**src/verilog/i2c_standby_pkg.sv**
```systemverilog
// Queue and descriptor widths, target address, synchronizer depth, fill byte and shared types

package i2c_standby_pkg;

  // Every TTI queue carries the same word
  localparam int unsigned TtiDataWidth = 32;

  // Byte count field in the low bits of both descriptors
  localparam int unsigned DescLenWidth = 16;

  // Input synchronizer depth for SCL and SDA
  localparam int unsigned SyncStages = 2;

  // Fixed 7-bit standby address
  localparam logic [6:0] TargetAddr = 7'h0C;

  typedef logic [TtiDataWidth-1:0] tti_word_t;
  typedef logic [7:0] i2c_byte_t;
  typedef logic [DescLenWidth-1:0] desc_len_t;

  // Served once the TX byte count is used up
  localparam i2c_byte_t FillByte = 8'hFF;

endpackage

```
**src/verilog/i2c_bus_monitor.sv**
```systemverilog
// SCL/SDA input synchronizer with SCL edge, START and STOP strobes
`timescale 1ns/1ps

module i2c_bus_monitor (
  input  logic clk_i,
  input  logic arst_n_i,
  input  logic scl_i,
  input  logic sda_i,
  output logic sda_o,
  output logic scl_rise_o,
  output logic scl_fall_o,
  output logic start_o,
  output logic stop_o
);

  import i2c_standby_pkg::*;

  logic [SyncStages-1:0] scl_sync_q;
  logic [SyncStages-1:0] sda_sync_q;
  logic scl_s;
  logic sda_s;
  logic scl_prev_q;
  logic sda_prev_q;

  assign scl_s = scl_sync_q[SyncStages-1];
  assign sda_s = sda_sync_q[SyncStages-1];

  always_ff @(posedge clk_i or negedge arst_n_i) begin
    if (!arst_n_i) begin
      // Idle bus is high
      scl_sync_q <= '1;
      sda_sync_q <= '1;
      scl_prev_q <= 1'b1;
      sda_prev_q <= 1'b1;
      sda_o      <= 1'b1;
      scl_rise_o <= 1'b0;
      scl_fall_o <= 1'b0;
      start_o    <= 1'b0;
      stop_o     <= 1'b0;
    end else begin
      scl_sync_q <= {scl_sync_q[SyncStages-2:0], scl_i};
      sda_sync_q <= {sda_sync_q[SyncStages-2:0], sda_i};
      scl_prev_q <= scl_s;
      sda_prev_q <= sda_s;
      sda_o      <= sda_s;
      scl_rise_o <= scl_s & ~scl_prev_q;
      scl_fall_o <= ~scl_s & scl_prev_q;
      // SDA moving while SCL stays high
      start_o    <= scl_s & scl_prev_q & sda_prev_q & ~sda_s;
      stop_o     <= scl_s & scl_prev_q & ~sda_prev_q & sda_s;
    end
  end

endmodule

```
**src/verilog/i2c_byte_shifter.sv**
```systemverilog
// Receive and transmit shift registers with address match and direction bit
`timescale 1ns/1ps

module i2c_byte_shifter (
  input  logic                      clk_i,
  input  logic                      arst_n_i,
  input  logic                      shift_en_i,
  input  logic                      sda_i,
  input  logic                      load_i,
  input  i2c_standby_pkg::i2c_byte_t tx_byte_i,
  output i2c_standby_pkg::i2c_byte_t rx_byte_o,
  output logic                      addr_match_o,
  output logic                      read_bit_o,
  output logic                      tx_bit_o
);

  import i2c_standby_pkg::*;

  i2c_byte_t rx_sr_q;
  i2c_byte_t tx_sr_q;

  always_ff @(posedge clk_i or negedge arst_n_i) begin
    if (!arst_n_i) begin
      rx_sr_q <= '0;
      tx_sr_q <= '1;
    end else begin
      // MSB first in both directions
      if (shift_en_i) begin
        rx_sr_q <= {rx_sr_q[6:0], sda_i};
      end
      if (load_i) begin
        tx_sr_q <= tx_byte_i;
      end else if (shift_en_i) begin
        tx_sr_q <= {tx_sr_q[6:0], 1'b1};
      end
    end
  end

  assign rx_byte_o    = rx_sr_q;
  assign addr_match_o = (rx_sr_q[7:1] == TargetAddr);
  assign read_bit_o   = rx_sr_q[0];
  assign tx_bit_o     = tx_sr_q[7];

endmodule

```
**src/verilog/i2c_target_fsm.sv**
```systemverilog
// Target control FSM for address, data, ACK/NACK, SCL stretching and transfer end
`timescale 1ns/1ps

module i2c_target_fsm (
  input  logic clk_i,
  input  logic arst_n_i,
  input  logic enable_i,
  input  logic sda_i,
  input  logic scl_rise_i,
  input  logic scl_fall_i,
  input  logic start_i,
  input  logic stop_i,
  input  logic addr_match_i,
  input  logic read_bit_i,
  input  logic tx_bit_i,
  input  logic byte_ready_i,
  input  logic tx_byte_valid_i,
  input  logic host_ack_i,
  output logic scl_o,
  output logic sda_o,
  output logic shift_en_o,
  output logic load_tx_o,
  output logic byte_valid_o,
  output logic end_xfer_o,
  output logic start_read_o,
  output logic byte_req_o,
  output logic end_read_o
);

  typedef enum logic [2:0] {
    StIdle,
    StAddr,
    StAddrAck,
    StWrData,
    StWrAck,
    StRdData,
    StRdAck
  } state_e;

  state_e     state_q;
  logic [2:0] bit_cnt_q;
  logic       byte_done_q;
  logic       byte_pend_q;
  logic       load_pend_q;
  logic       host_ack_q;
  logic       wr_xfer_q;
  logic       rd_xfer_q;
  logic       stretch_q;
  logic       xfer_break;
  logic       addr_ok;
  logic       rd_nack;
  logic       rd_lost;
  logic       take_byte;
  logic       scl_hold;

  assign xfer_break = start_i | stop_i;
  assign addr_ok = (state_q == StAddr) && scl_fall_i && byte_done_q &&
                   addr_match_i && enable_i;
  assign rd_nack = (state_q == StRdAck) && scl_fall_i && !host_ack_q;
  // Released bit read back low, someone else owns SDA
  assign rd_lost = (state_q == StRdData) && !load_pend_q && scl_rise_i && tx_bit_i && !sda_i;
  assign take_byte = (state_q == StRdData) && load_pend_q && tx_byte_valid_i;

  assign scl_hold = ((state_q == StWrAck) && byte_pend_q && !byte_ready_i) ||
                    ((state_q == StRdData) && load_pend_q);

  assign shift_en_o = (((state_q == StAddr) || (state_q == StWrData)) && scl_rise_i) ||
                      ((state_q == StRdData) && !load_pend_q && scl_fall_i);
  assign load_tx_o    = take_byte;
  assign byte_req_o   = take_byte;
  assign byte_valid_o = (state_q == StWrAck) && byte_pend_q && byte_ready_i;
  assign start_read_o = addr_ok && read_bit_i;
  assign end_xfer_o   = xfer_break && wr_xfer_q;
  assign end_read_o   = (xfer_break && rd_xfer_q) || rd_nack || rd_lost;

  assign scl_o = ~stretch_q;

  always_comb begin
    case (state_q)
      StAddrAck, StWrAck: sda_o = 1'b0;
      StRdData:           sda_o = load_pend_q ? 1'b1 : tx_bit_i;
      default:            sda_o = 1'b1;
    endcase
  end

  always_ff @(posedge clk_i or negedge arst_n_i) begin
    if (!arst_n_i) begin
      state_q     <= StIdle;
      bit_cnt_q   <= '0;
      byte_done_q <= 1'b0;
      byte_pend_q <= 1'b0;
      load_pend_q <= 1'b0;
      host_ack_q  <= 1'b0;
      wr_xfer_q   <= 1'b0;
      rd_xfer_q   <= 1'b0;
      stretch_q   <= 1'b0;
    end else begin
      stretch_q <= scl_hold;
      if (scl_rise_i) begin
        bit_cnt_q  <= bit_cnt_q + 3'd1;
        host_ack_q <= host_ack_i;
        if (bit_cnt_q == 3'd7) begin
          byte_done_q <= 1'b1;
        end
      end
      if (byte_valid_o) begin
        byte_pend_q <= 1'b0;
      end
      if (take_byte) begin
        load_pend_q <= 1'b0;
      end

      if (xfer_break) begin
        state_q     <= (start_i && enable_i) ? StAddr : StIdle;
        bit_cnt_q   <= '0;
        byte_done_q <= 1'b0;
        byte_pend_q <= 1'b0;
        load_pend_q <= 1'b0;
        wr_xfer_q   <= 1'b0;
        rd_xfer_q   <= 1'b0;
      end else if (rd_nack || rd_lost) begin
        state_q     <= StIdle;
        rd_xfer_q   <= 1'b0;
        load_pend_q <= 1'b0;
      end else if (scl_fall_i) begin
        // ACK clock edges are not data bits
        bit_cnt_q   <= '0;
        byte_done_q <= 1'b0;
        case (state_q)
          StAddr: begin
            if (byte_done_q) begin
              state_q   <= addr_ok ? StAddrAck : StIdle;
              wr_xfer_q <= addr_ok && !read_bit_i;
              rd_xfer_q <= addr_ok && read_bit_i;
            end else begin
              bit_cnt_q <= bit_cnt_q;
            end
          end
          StWrData: begin
            if (byte_done_q) begin
              state_q     <= StWrAck;
              byte_pend_q <= 1'b1;
            end else begin
              bit_cnt_q <= bit_cnt_q;
            end
          end
          StRdData: begin
            if (byte_done_q) begin
              state_q <= StRdAck;
            end else begin
              bit_cnt_q <= bit_cnt_q;
            end
          end
          StAddrAck: begin
            state_q     <= rd_xfer_q ? StRdData : StWrData;
            load_pend_q <= rd_xfer_q;
          end
          StWrAck: state_q <= StWrData;
          StRdAck: begin
            // Host ACKed, fetch the next byte
            state_q     <= StRdData;
            load_pend_q <= 1'b1;
          end
          default: state_q <= StIdle;
        endcase
      end
    end
  end

endmodule

```
**src/verilog/i2c_rx_packer.sv**
```systemverilog
// Packs received bytes into RX data words and posts the RX completion descriptor
`timescale 1ns/1ps

module i2c_rx_packer (
  input  logic                      clk_i,
  input  logic                      arst_n_i,
  input  logic                      byte_valid_i,
  input  logic                      end_xfer_i,
  input  i2c_standby_pkg::i2c_byte_t byte_i,
  output logic                      byte_ready_o,
  output logic                      data_wvalid_o,
  output logic                      desc_wvalid_o,
  input  logic                      data_wready_i,
  input  logic                      desc_wready_i,
  output i2c_standby_pkg::tti_word_t data_wdata_o,
  output i2c_standby_pkg::tti_word_t desc_wdata_o
);

  import i2c_standby_pkg::*;

  tti_word_t word_q;
  logic [1:0] lane_q;
  desc_len_t count_q;
  logic desc_pend_q;

  assign byte_ready_o = !data_wvalid_o && !desc_wvalid_o && !desc_pend_q;
  assign data_wdata_o = word_q;
  assign desc_wdata_o = {{(TtiDataWidth - DescLenWidth){1'b0}}, count_q};

  always_ff @(posedge clk_i or negedge arst_n_i) begin
    if (!arst_n_i) begin
      word_q        <= '0;
      lane_q        <= '0;
      count_q       <= '0;
      desc_pend_q   <= 1'b0;
      data_wvalid_o <= 1'b0;
      desc_wvalid_o <= 1'b0;
    end else begin
      // Little-endian lanes
      if (byte_valid_i && byte_ready_o) begin
        word_q[8*lane_q +: 8] <= byte_i;
        lane_q  <= lane_q + 2'd1;
        count_q <= count_q + 1'b1;
        if (lane_q == 2'd3) begin
          data_wvalid_o <= 1'b1;
        end
      end
      if (end_xfer_i) begin
        // Flush a partial word, zero padded
        if (lane_q != 2'd0) begin
          data_wvalid_o <= 1'b1;
        end
        lane_q      <= '0;
        desc_pend_q <= (count_q != '0);
      end
      if (data_wvalid_o && data_wready_i) begin
        data_wvalid_o <= 1'b0;
        word_q        <= '0;
      end
      if (desc_pend_q && !data_wvalid_o && !desc_wvalid_o) begin
        desc_wvalid_o <= 1'b1;
        desc_pend_q   <= 1'b0;
      end
      if (desc_wvalid_o && desc_wready_i) begin
        desc_wvalid_o <= 1'b0;
        count_q       <= '0;
      end
    end
  end

endmodule

```
**src/verilog/i2c_tx_unpacker.sv**
```systemverilog
// Takes the TX descriptor and data words and serves bytes, then FillByte past the count
`timescale 1ns/1ps

module i2c_tx_unpacker (
  input  logic                      clk_i,
  input  logic                      arst_n_i,
  input  logic                      start_read_i,
  input  logic                      byte_req_i,
  input  logic                      end_read_i,
  input  logic                      desc_rvalid_i,
  input  logic                      data_rvalid_i,
  input  i2c_standby_pkg::tti_word_t desc_rdata_i,
  input  i2c_standby_pkg::tti_word_t data_rdata_i,
  output logic                      desc_rready_o,
  output logic                      data_rready_o,
  output logic                      tx_byte_valid_o,
  output i2c_standby_pkg::i2c_byte_t tx_byte_o
);

  import i2c_standby_pkg::*;

  logic active_q;
  logic desc_wait_q;
  logic word_valid_q;
  logic [1:0] lane_q;
  desc_len_t remain_q;
  tti_word_t word_q;
  logic has_bytes;

  assign has_bytes       = (remain_q != '0);
  assign desc_rready_o   = desc_wait_q;
  assign data_rready_o   = active_q && !desc_wait_q && has_bytes && !word_valid_q;
  assign tx_byte_valid_o = active_q && !desc_wait_q && (!has_bytes || word_valid_q);
  assign tx_byte_o       = has_bytes ? word_q[8*lane_q +: 8] : FillByte;

  always_ff @(posedge clk_i or negedge arst_n_i) begin
    if (!arst_n_i) begin
      active_q     <= 1'b0;
      desc_wait_q  <= 1'b0;
      word_valid_q <= 1'b0;
      lane_q       <= '0;
      remain_q     <= '0;
    end else if (end_read_i) begin
      active_q     <= 1'b0;
      desc_wait_q  <= 1'b0;
      word_valid_q <= 1'b0;
    end else if (start_read_i) begin
      active_q     <= 1'b1;
      desc_wait_q  <= 1'b1;
      word_valid_q <= 1'b0;
      lane_q       <= '0;
      remain_q     <= '0;
    end else begin
      if (desc_rvalid_i && desc_wait_q) begin
        desc_wait_q <= 1'b0;
        remain_q    <= desc_rdata_i[DescLenWidth-1:0];
      end
      if (data_rvalid_i && data_rready_o) begin
        word_valid_q <= 1'b1;
      end
      if (byte_req_i && has_bytes && word_valid_q) begin
        remain_q <= remain_q - 1'b1;
        lane_q   <= lane_q + 2'd1;
        // Last lane used, next word needed
        if (lane_q == 2'd3) begin
          word_valid_q <= 1'b0;
        end
      end
    end
  end

  always_ff @(posedge clk_i) begin
    if (data_rvalid_i && data_rready_o) begin
      word_q <= data_rdata_i;
    end
  end

endmodule

```
**src/verilog/controller_standby_i2c.sv**
```systemverilog
// Standby I2C target top with bus pins and the four TTI queue ports
`timescale 1ns/1ps

module controller_standby_i2c (
  input  logic                       clk_i,
  input  logic                       arst_n_i,
  input  logic                       standby_en_i,
  input  logic                       ctrl_scl_i,
  input  logic                       ctrl_sda_i,
  output logic                       ctrl_scl_o,
  output logic                       ctrl_sda_o,
  // RX descriptor queue
  output logic                       tti_rx_desc_queue_wvalid_o,
  input  logic                       tti_rx_desc_queue_wready_i,
  output i2c_standby_pkg::tti_word_t tti_rx_desc_queue_wdata_o,
  // TX descriptor queue
  input  logic                       tti_tx_desc_queue_rvalid_i,
  output logic                       tti_tx_desc_queue_rready_o,
  input  i2c_standby_pkg::tti_word_t tti_tx_desc_queue_rdata_i,
  // RX data queue
  output logic                       tti_rx_queue_wvalid_o,
  input  logic                       tti_rx_queue_wready_i,
  output i2c_standby_pkg::tti_word_t tti_rx_queue_wdata_o,
  // TX data queue
  input  logic                       tti_tx_queue_rvalid_i,
  output logic                       tti_tx_queue_rready_o,
  input  i2c_standby_pkg::tti_word_t tti_tx_queue_rdata_i
);

  import i2c_standby_pkg::*;

  logic      bus_sda;
  logic      scl_rise;
  logic      scl_fall;
  logic      start_det;
  logic      stop_det;
  logic      shift_en;
  logic      load_tx;
  logic      addr_match;
  logic      read_bit;
  logic      tx_bit;
  logic      byte_valid;
  logic      byte_ready;
  logic      end_xfer;
  logic      start_read;
  logic      byte_req;
  logic      end_read;
  logic      tx_byte_valid;
  i2c_byte_t rx_byte;
  i2c_byte_t tx_byte;

  i2c_bus_monitor xi2c_bus_monitor (
    .clk_i,
    .arst_n_i,
    .scl_i     (ctrl_scl_i),
    .sda_i     (ctrl_sda_i),
    .sda_o     (bus_sda),
    .scl_rise_o(scl_rise),
    .scl_fall_o(scl_fall),
    .start_o   (start_det),
    .stop_o    (stop_det)
  );

  i2c_byte_shifter xi2c_byte_shifter (
    .clk_i,
    .arst_n_i,
    .shift_en_i  (shift_en),
    .sda_i       (bus_sda),
    .load_i      (load_tx),
    .tx_byte_i   (tx_byte),
    .rx_byte_o   (rx_byte),
    .addr_match_o(addr_match),
    .read_bit_o  (read_bit),
    .tx_bit_o    (tx_bit)
  );

  i2c_target_fsm xi2c_target_fsm (
    .clk_i,
    .arst_n_i,
    .enable_i       (standby_en_i),
    .sda_i          (bus_sda),
    .scl_rise_i     (scl_rise),
    .scl_fall_i     (scl_fall),
    .start_i        (start_det),
    .stop_i         (stop_det),
    .addr_match_i   (addr_match),
    .read_bit_i     (read_bit),
    .tx_bit_i       (tx_bit),
    .byte_ready_i   (byte_ready),
    .tx_byte_valid_i(tx_byte_valid),
    // ACK from the host is SDA held low
    .host_ack_i     (~bus_sda),
    .scl_o          (ctrl_scl_o),
    .sda_o          (ctrl_sda_o),
    .shift_en_o     (shift_en),
    .load_tx_o      (load_tx),
    .byte_valid_o   (byte_valid),
    .end_xfer_o     (end_xfer),
    .start_read_o   (start_read),
    .byte_req_o     (byte_req),
    .end_read_o     (end_read)
  );

  i2c_rx_packer xi2c_rx_packer (
    .clk_i,
    .arst_n_i,
    .byte_valid_i (byte_valid),
    .end_xfer_i   (end_xfer),
    .byte_i       (rx_byte),
    .byte_ready_o (byte_ready),
    .data_wvalid_o(tti_rx_queue_wvalid_o),
    .desc_wvalid_o(tti_rx_desc_queue_wvalid_o),
    .data_wready_i(tti_rx_queue_wready_i),
    .desc_wready_i(tti_rx_desc_queue_wready_i),
    .data_wdata_o (tti_rx_queue_wdata_o),
    .desc_wdata_o (tti_rx_desc_queue_wdata_o)
  );

  i2c_tx_unpacker xi2c_tx_unpacker (
    .clk_i,
    .arst_n_i,
    .start_read_i   (start_read),
    .byte_req_i     (byte_req),
    .end_read_i     (end_read),
    .desc_rvalid_i  (tti_tx_desc_queue_rvalid_i),
    .data_rvalid_i  (tti_tx_queue_rvalid_i),
    .desc_rdata_i   (tti_tx_desc_queue_rdata_i),
    .data_rdata_i   (tti_tx_queue_rdata_i),
    .desc_rready_o  (tti_tx_desc_queue_rready_o),
    .data_rready_o  (tti_tx_queue_rready_o),
    .tx_byte_valid_o(tx_byte_valid),
    .tx_byte_o      (tx_byte)
  );

endmodule

```
**config.mk**
```make
export PLATFORM = sky130hd
export DESIGN_NAME = controller_standby_i2c
export DESIGN_NICKNAME = d
export VERILOG_FILES = /design/src/verilog/i2c_standby_pkg.sv /design/src/verilog/i2c_bus_monitor.sv /design/src/verilog/i2c_byte_shifter.sv /design/src/verilog/i2c_target_fsm.sv /design/src/verilog/i2c_rx_packer.sv /design/src/verilog/i2c_tx_unpacker.sv /design/src/verilog/controller_standby_i2c.sv
export SDC_FILE = /design/constraint.sdc
export NUM_CORES = 1
export LEC_CHECK = 0
export ABC_AREA = 1
export BUFFER_PORTS_ARGS = -buffer_cell sky130_fd_sc_hd__buf_4
export CAP_MARGIN = 25
export CORE_ASPECT_RATIO = 1.1
export CORE_MARGIN = 2
export CORE_UTILIZATION = 30
export DETAILED_ROUTE_END_ITERATION = 16
export PLACE_DENSITY = 0.46
export RECOVER_POWER = 50
export SLEW_MARGIN = 20
export SYNTH_ARGS = -nofsm -noshare
export SYNTH_HDL_FRONTEND = slang
export SYNTH_SLANG_ARGS = --single-unit
```
**constraint.sdc**
```tcl
create_clock -name clk_i -period 4.4 [get_ports clk_i]
set_input_delay 0.88 -clock clk_i [delete_from_list [all_inputs] [get_ports clk_i]]
set_output_delay 0.88 -clock clk_i [all_outputs]
set_load 0.1 [all_outputs]
```
==> results by group <==
Floorplan
  • Die width: 156 um
  • Die Y-Extent: 171 um
  • Die area: 26500 um2
  • FP Rows: 61
  • Total core area: 25000 um2
  • Boundary Pins: between 100 and 150
  • Starting Density: 30.3%

Yosys
  • Syn avg cell area: between 8 and 9 um2
  • Synth cell types: 50
  • Synthesized flop and latch total: about 150
  • Ys flop type: dfrtp_1
  • Sequential share of the synthesized area: 50.2%
  • Async SR Flop Fraction: 77.9%
  • Mapped Area: 7580 um2
  • Post-synthesis cell count: a little over 900
  • Post-synth EDFFs: 32
  • Yosys Warn Count: 0

Pwr
  • Pleak: 4.50 nW
  • Max VDD drop: 0.218 mV
  • Cell area power density: 438 nW/um2

Final layout
  • Commonest non-fill, non-tap cells in the layout: 243 x nand2_1, 112 x nor2_1, 111 x inv_1
  • Fraction of layout cells with a size suffix above 1: 17.9%
  • Area grow syn2layout: 20.3%
  • Finished layout cell area: 9120 um2
  • Most common cell after layout, fill and taps aside: nand2_1
  • NumNets Final: between 1000 and 1500
  • Antenna diodes: 0

Clock tree
  • Clock Tree Buf Depth: 2
  • Post-CTS setup buffer count: 0
  • Post-cts resize count: 0
  • Clock tree from TritonCTS: done
  • Clk sinks: 145
  • H-tree depth: 4
  • Hold Buf Count CTS: 0
  • Clk_lat worst skew: 0.42 ns
  • Clk pin slew, worst setup/hold paths: 0.06 ns
  • Total CTS buffers: 17
  • CTS root buffer: clkbuf_16

Worst setup path
  • Req. time, crit path: 3.52 ns
  • Crit Path Max Fanout: 7
  • CP arrival: 2.02 ns
  • Setup CP Type: reg2out
  • CP Launch Type: flop
  • Critical Path End Type: output port

Timing
  • Rel. slew slack: -18.7%
  • Slew Limit Fails: 34
  • Worst Skew: ~0.013 ns
  • Setup-failing EPs final: 0
  • RSZ-0062 raised after global routing: no
  • Fin crit period: 2.90 ns
  • Final Worst Setup Slack: between 1 and 1.5 ns
  • Final hold viol count: 0
  • Post-route setup TNS: 0 ns
  • Final worst-path cycle share: 66.0%
  • Worst slew pin tran: between 1.5 and 2 ns
  • Fmax: 344 MHz
  • Hold_ws: 0.362 ns

Run
  • Max-cap viol count: 1

Route
  • Drt pass-1 iters: 4
  • 1st-iter DRT viols: 282
  • Post-route ant nets: 0
  • DRC Markers: 0
  • Via count: 6100
  • Via density: 4.50
  • DR WL/cell: 13.4 um
  • Routed WL: around 18 mm

GRT
  • Initial antenna violation count: 0
  • Grt ovf: 0
  • Vias in the first global route: 5918
  • Pin count of the biggest net entering global routing: 59
  • GRT Total Usage: 14.4%
  • Global-route wire length before repair: about 30 mm

Status
  • Failing checks: capacitance limit, slew limit
  • Status: complete, but fails checks

Worst hold path
  • Path type of the worst min-delay path: reg2reg

Placement
  • Pre-CTS setup slack: 1.83 ns
  • DP HPWL: between 10 and 15 mm
  • Placed inst area: roughly 8600 um2
  • Port-buffer cells: between 100 and 150
  • GP Congestion: 0.795
[cell usage after synthesis (2+ instances only)]
master	number	share of area, %
mux2_2	2	0.30
o21ai_4	3	0.64
nor3_1	15	0.99
inv_1	110	5.4
o21ai_1	13	0.86
edfxtp_1	32	13
ha_1	12	2.0
nand3_2	2	0.26
clkbuf_1	6	0.30
nand2_1	242	12
nand3_4	2	0.46
a21oi_1	25	1.7
buf_4	19	1.9
clkinv_1	2	0.099
xor2_1	7	0.81
nor4_1	3	0.25
nor2_4	7	1.0
nand4_1	14	1.2
o22a_1	2	0.23
a31oi_1	3	0.25
buf_6	8	1.2
nand3_1	48	3.2
and3_1	2	0.17
o31ai_1	5	0.50
o21ai_0	63	4.2
nand2_2	9	0.74
dfstp_2	14	4.9
buf_2	5	0.33
dfrtp_1	99	33
o22ai_1	4	0.33
nand3b_1	10	0.99
nor2_1	109	5.4
inv_2	5	0.25
[cell families (layout without fill, tap and decap cells)]
group                      count (synthesis)  in the layout  synth area share [%]
and+or+nand+nor                          470            470                  27.6
buffers and inverters                    156            262                  9.56
DFF                                      145            145                  50.2
muxes                                      2              2                 0.297
AOI/OAI and AO/OA                        125            125                  9.39
other                                      1             16                0.0495
adders and majority gates                 12             12                  1.98
xor gates and xnor gates                   8              8                 0.925
[final timing paths]
path,to,cells past startpoint,start,slack [ns]
setup reg to reg,xi2c_rx_packer.data_wdata_o[0],6,xi2c_target_fsm.state_q[2],1.72
hold reg to reg,xi2c_bus_monitor.sda_sync_q[1],0,xi2c_bus_monitor.sda_sync_q[0],0.36
min in group asynchronous,xi2c_rx_packer.data_wdata_o[17],1,arst_n_i,0.53
hold / removal,xi2c_bus_monitor.sda_sync_q[1],0,xi2c_bus_monitor.sda_sync_q[0],0.36
setup / recovery,tti_tx_queue_rready_o,8,xi2c_tx_unpacker.remain_q[0],1.50
max in group asynchronous,xi2c_target_fsm.bit_cnt_q[1],2,arst_n_i,1.76
[stage by stage]
step           std cells  utilization (%)  power (mW)
2_1_floorplan        934                -        2.42
3_3_place_gp        1323             34.3        2.66
3_5_place_dp        1323             34.3        2.67
4_1_cts             1355             36.6        4.09
5_1_grt             1355             36.4        4.22
6_report            1355             36.4        3.99
[critical path, cell delays in order, from the launching register on]
cell     delay [ns]
dfrtp_1        0.39
inv_1          0.10
ha_1           0.21
nand2_1        0.07
nor2_1         0.05
nand2_2        0.16
nand2_1        0.14
nor2_1         0.17
buf_4          0.33
[area by class of cell]
class	instances	area, um2
Fill cell	2640	15900
Multi-Input combinational cell	633	3070
Clock inverter	15	145
Clock buffer	17	425
Inverter	117	439
Timing Repair Buffer	113	841
Sequential cell	145	3810
Tap cell	315	394
[state kept, by name, summed over array words and instances, names as in the netlist, 2 cells and up]
| name | cells |
|---|---|
| xi2c_rx_packer.count_q | 16 |
| xi2c_target_fsm.state_q | 3 |
| xi2c_tx_unpacker.word_q | 32 |
| xi2c_target_fsm.bit_cnt_q | 3 |
| xi2c_bus_monitor.sda_sync_q | 2 |
| xi2c_tx_unpacker.remain_q | 16 |
| xi2c_rx_packer.data_wdata_o | 32 |
| xi2c_byte_shifter.rx_byte_o | 8 |
| xi2c_bus_monitor.scl_sync_q | 2 |
| xi2c_rx_packer.lane_q | 2 |
| xi2c_byte_shifter.tx_sr_q | 8 |
| xi2c_tx_unpacker.lane_q | 2 |
[report_power, final]
part / switching [mW] / internal, mW / total (mW)
Clock: 0.637 / 0.749 / 1.39
Combinational: 0.716 / 0.220 / 0.937
Sequential: 0.133 / 1.54 / 1.67
Total: 1.49 / 2.50 / 3.99
[routing by layer]
layer | global-route usage, % | wire length [um] | vias to the layer above
met5 | 0 | 0 | -
met1 | 19.1 | 8850 | 2824
met4 | 3.23 | 75 | 0
met2 | 23.7 | 8550 | 109
li1 | - | - | 3165
met3 | 3.62 | 698 | 2
(Power assumes the default switching activity.)
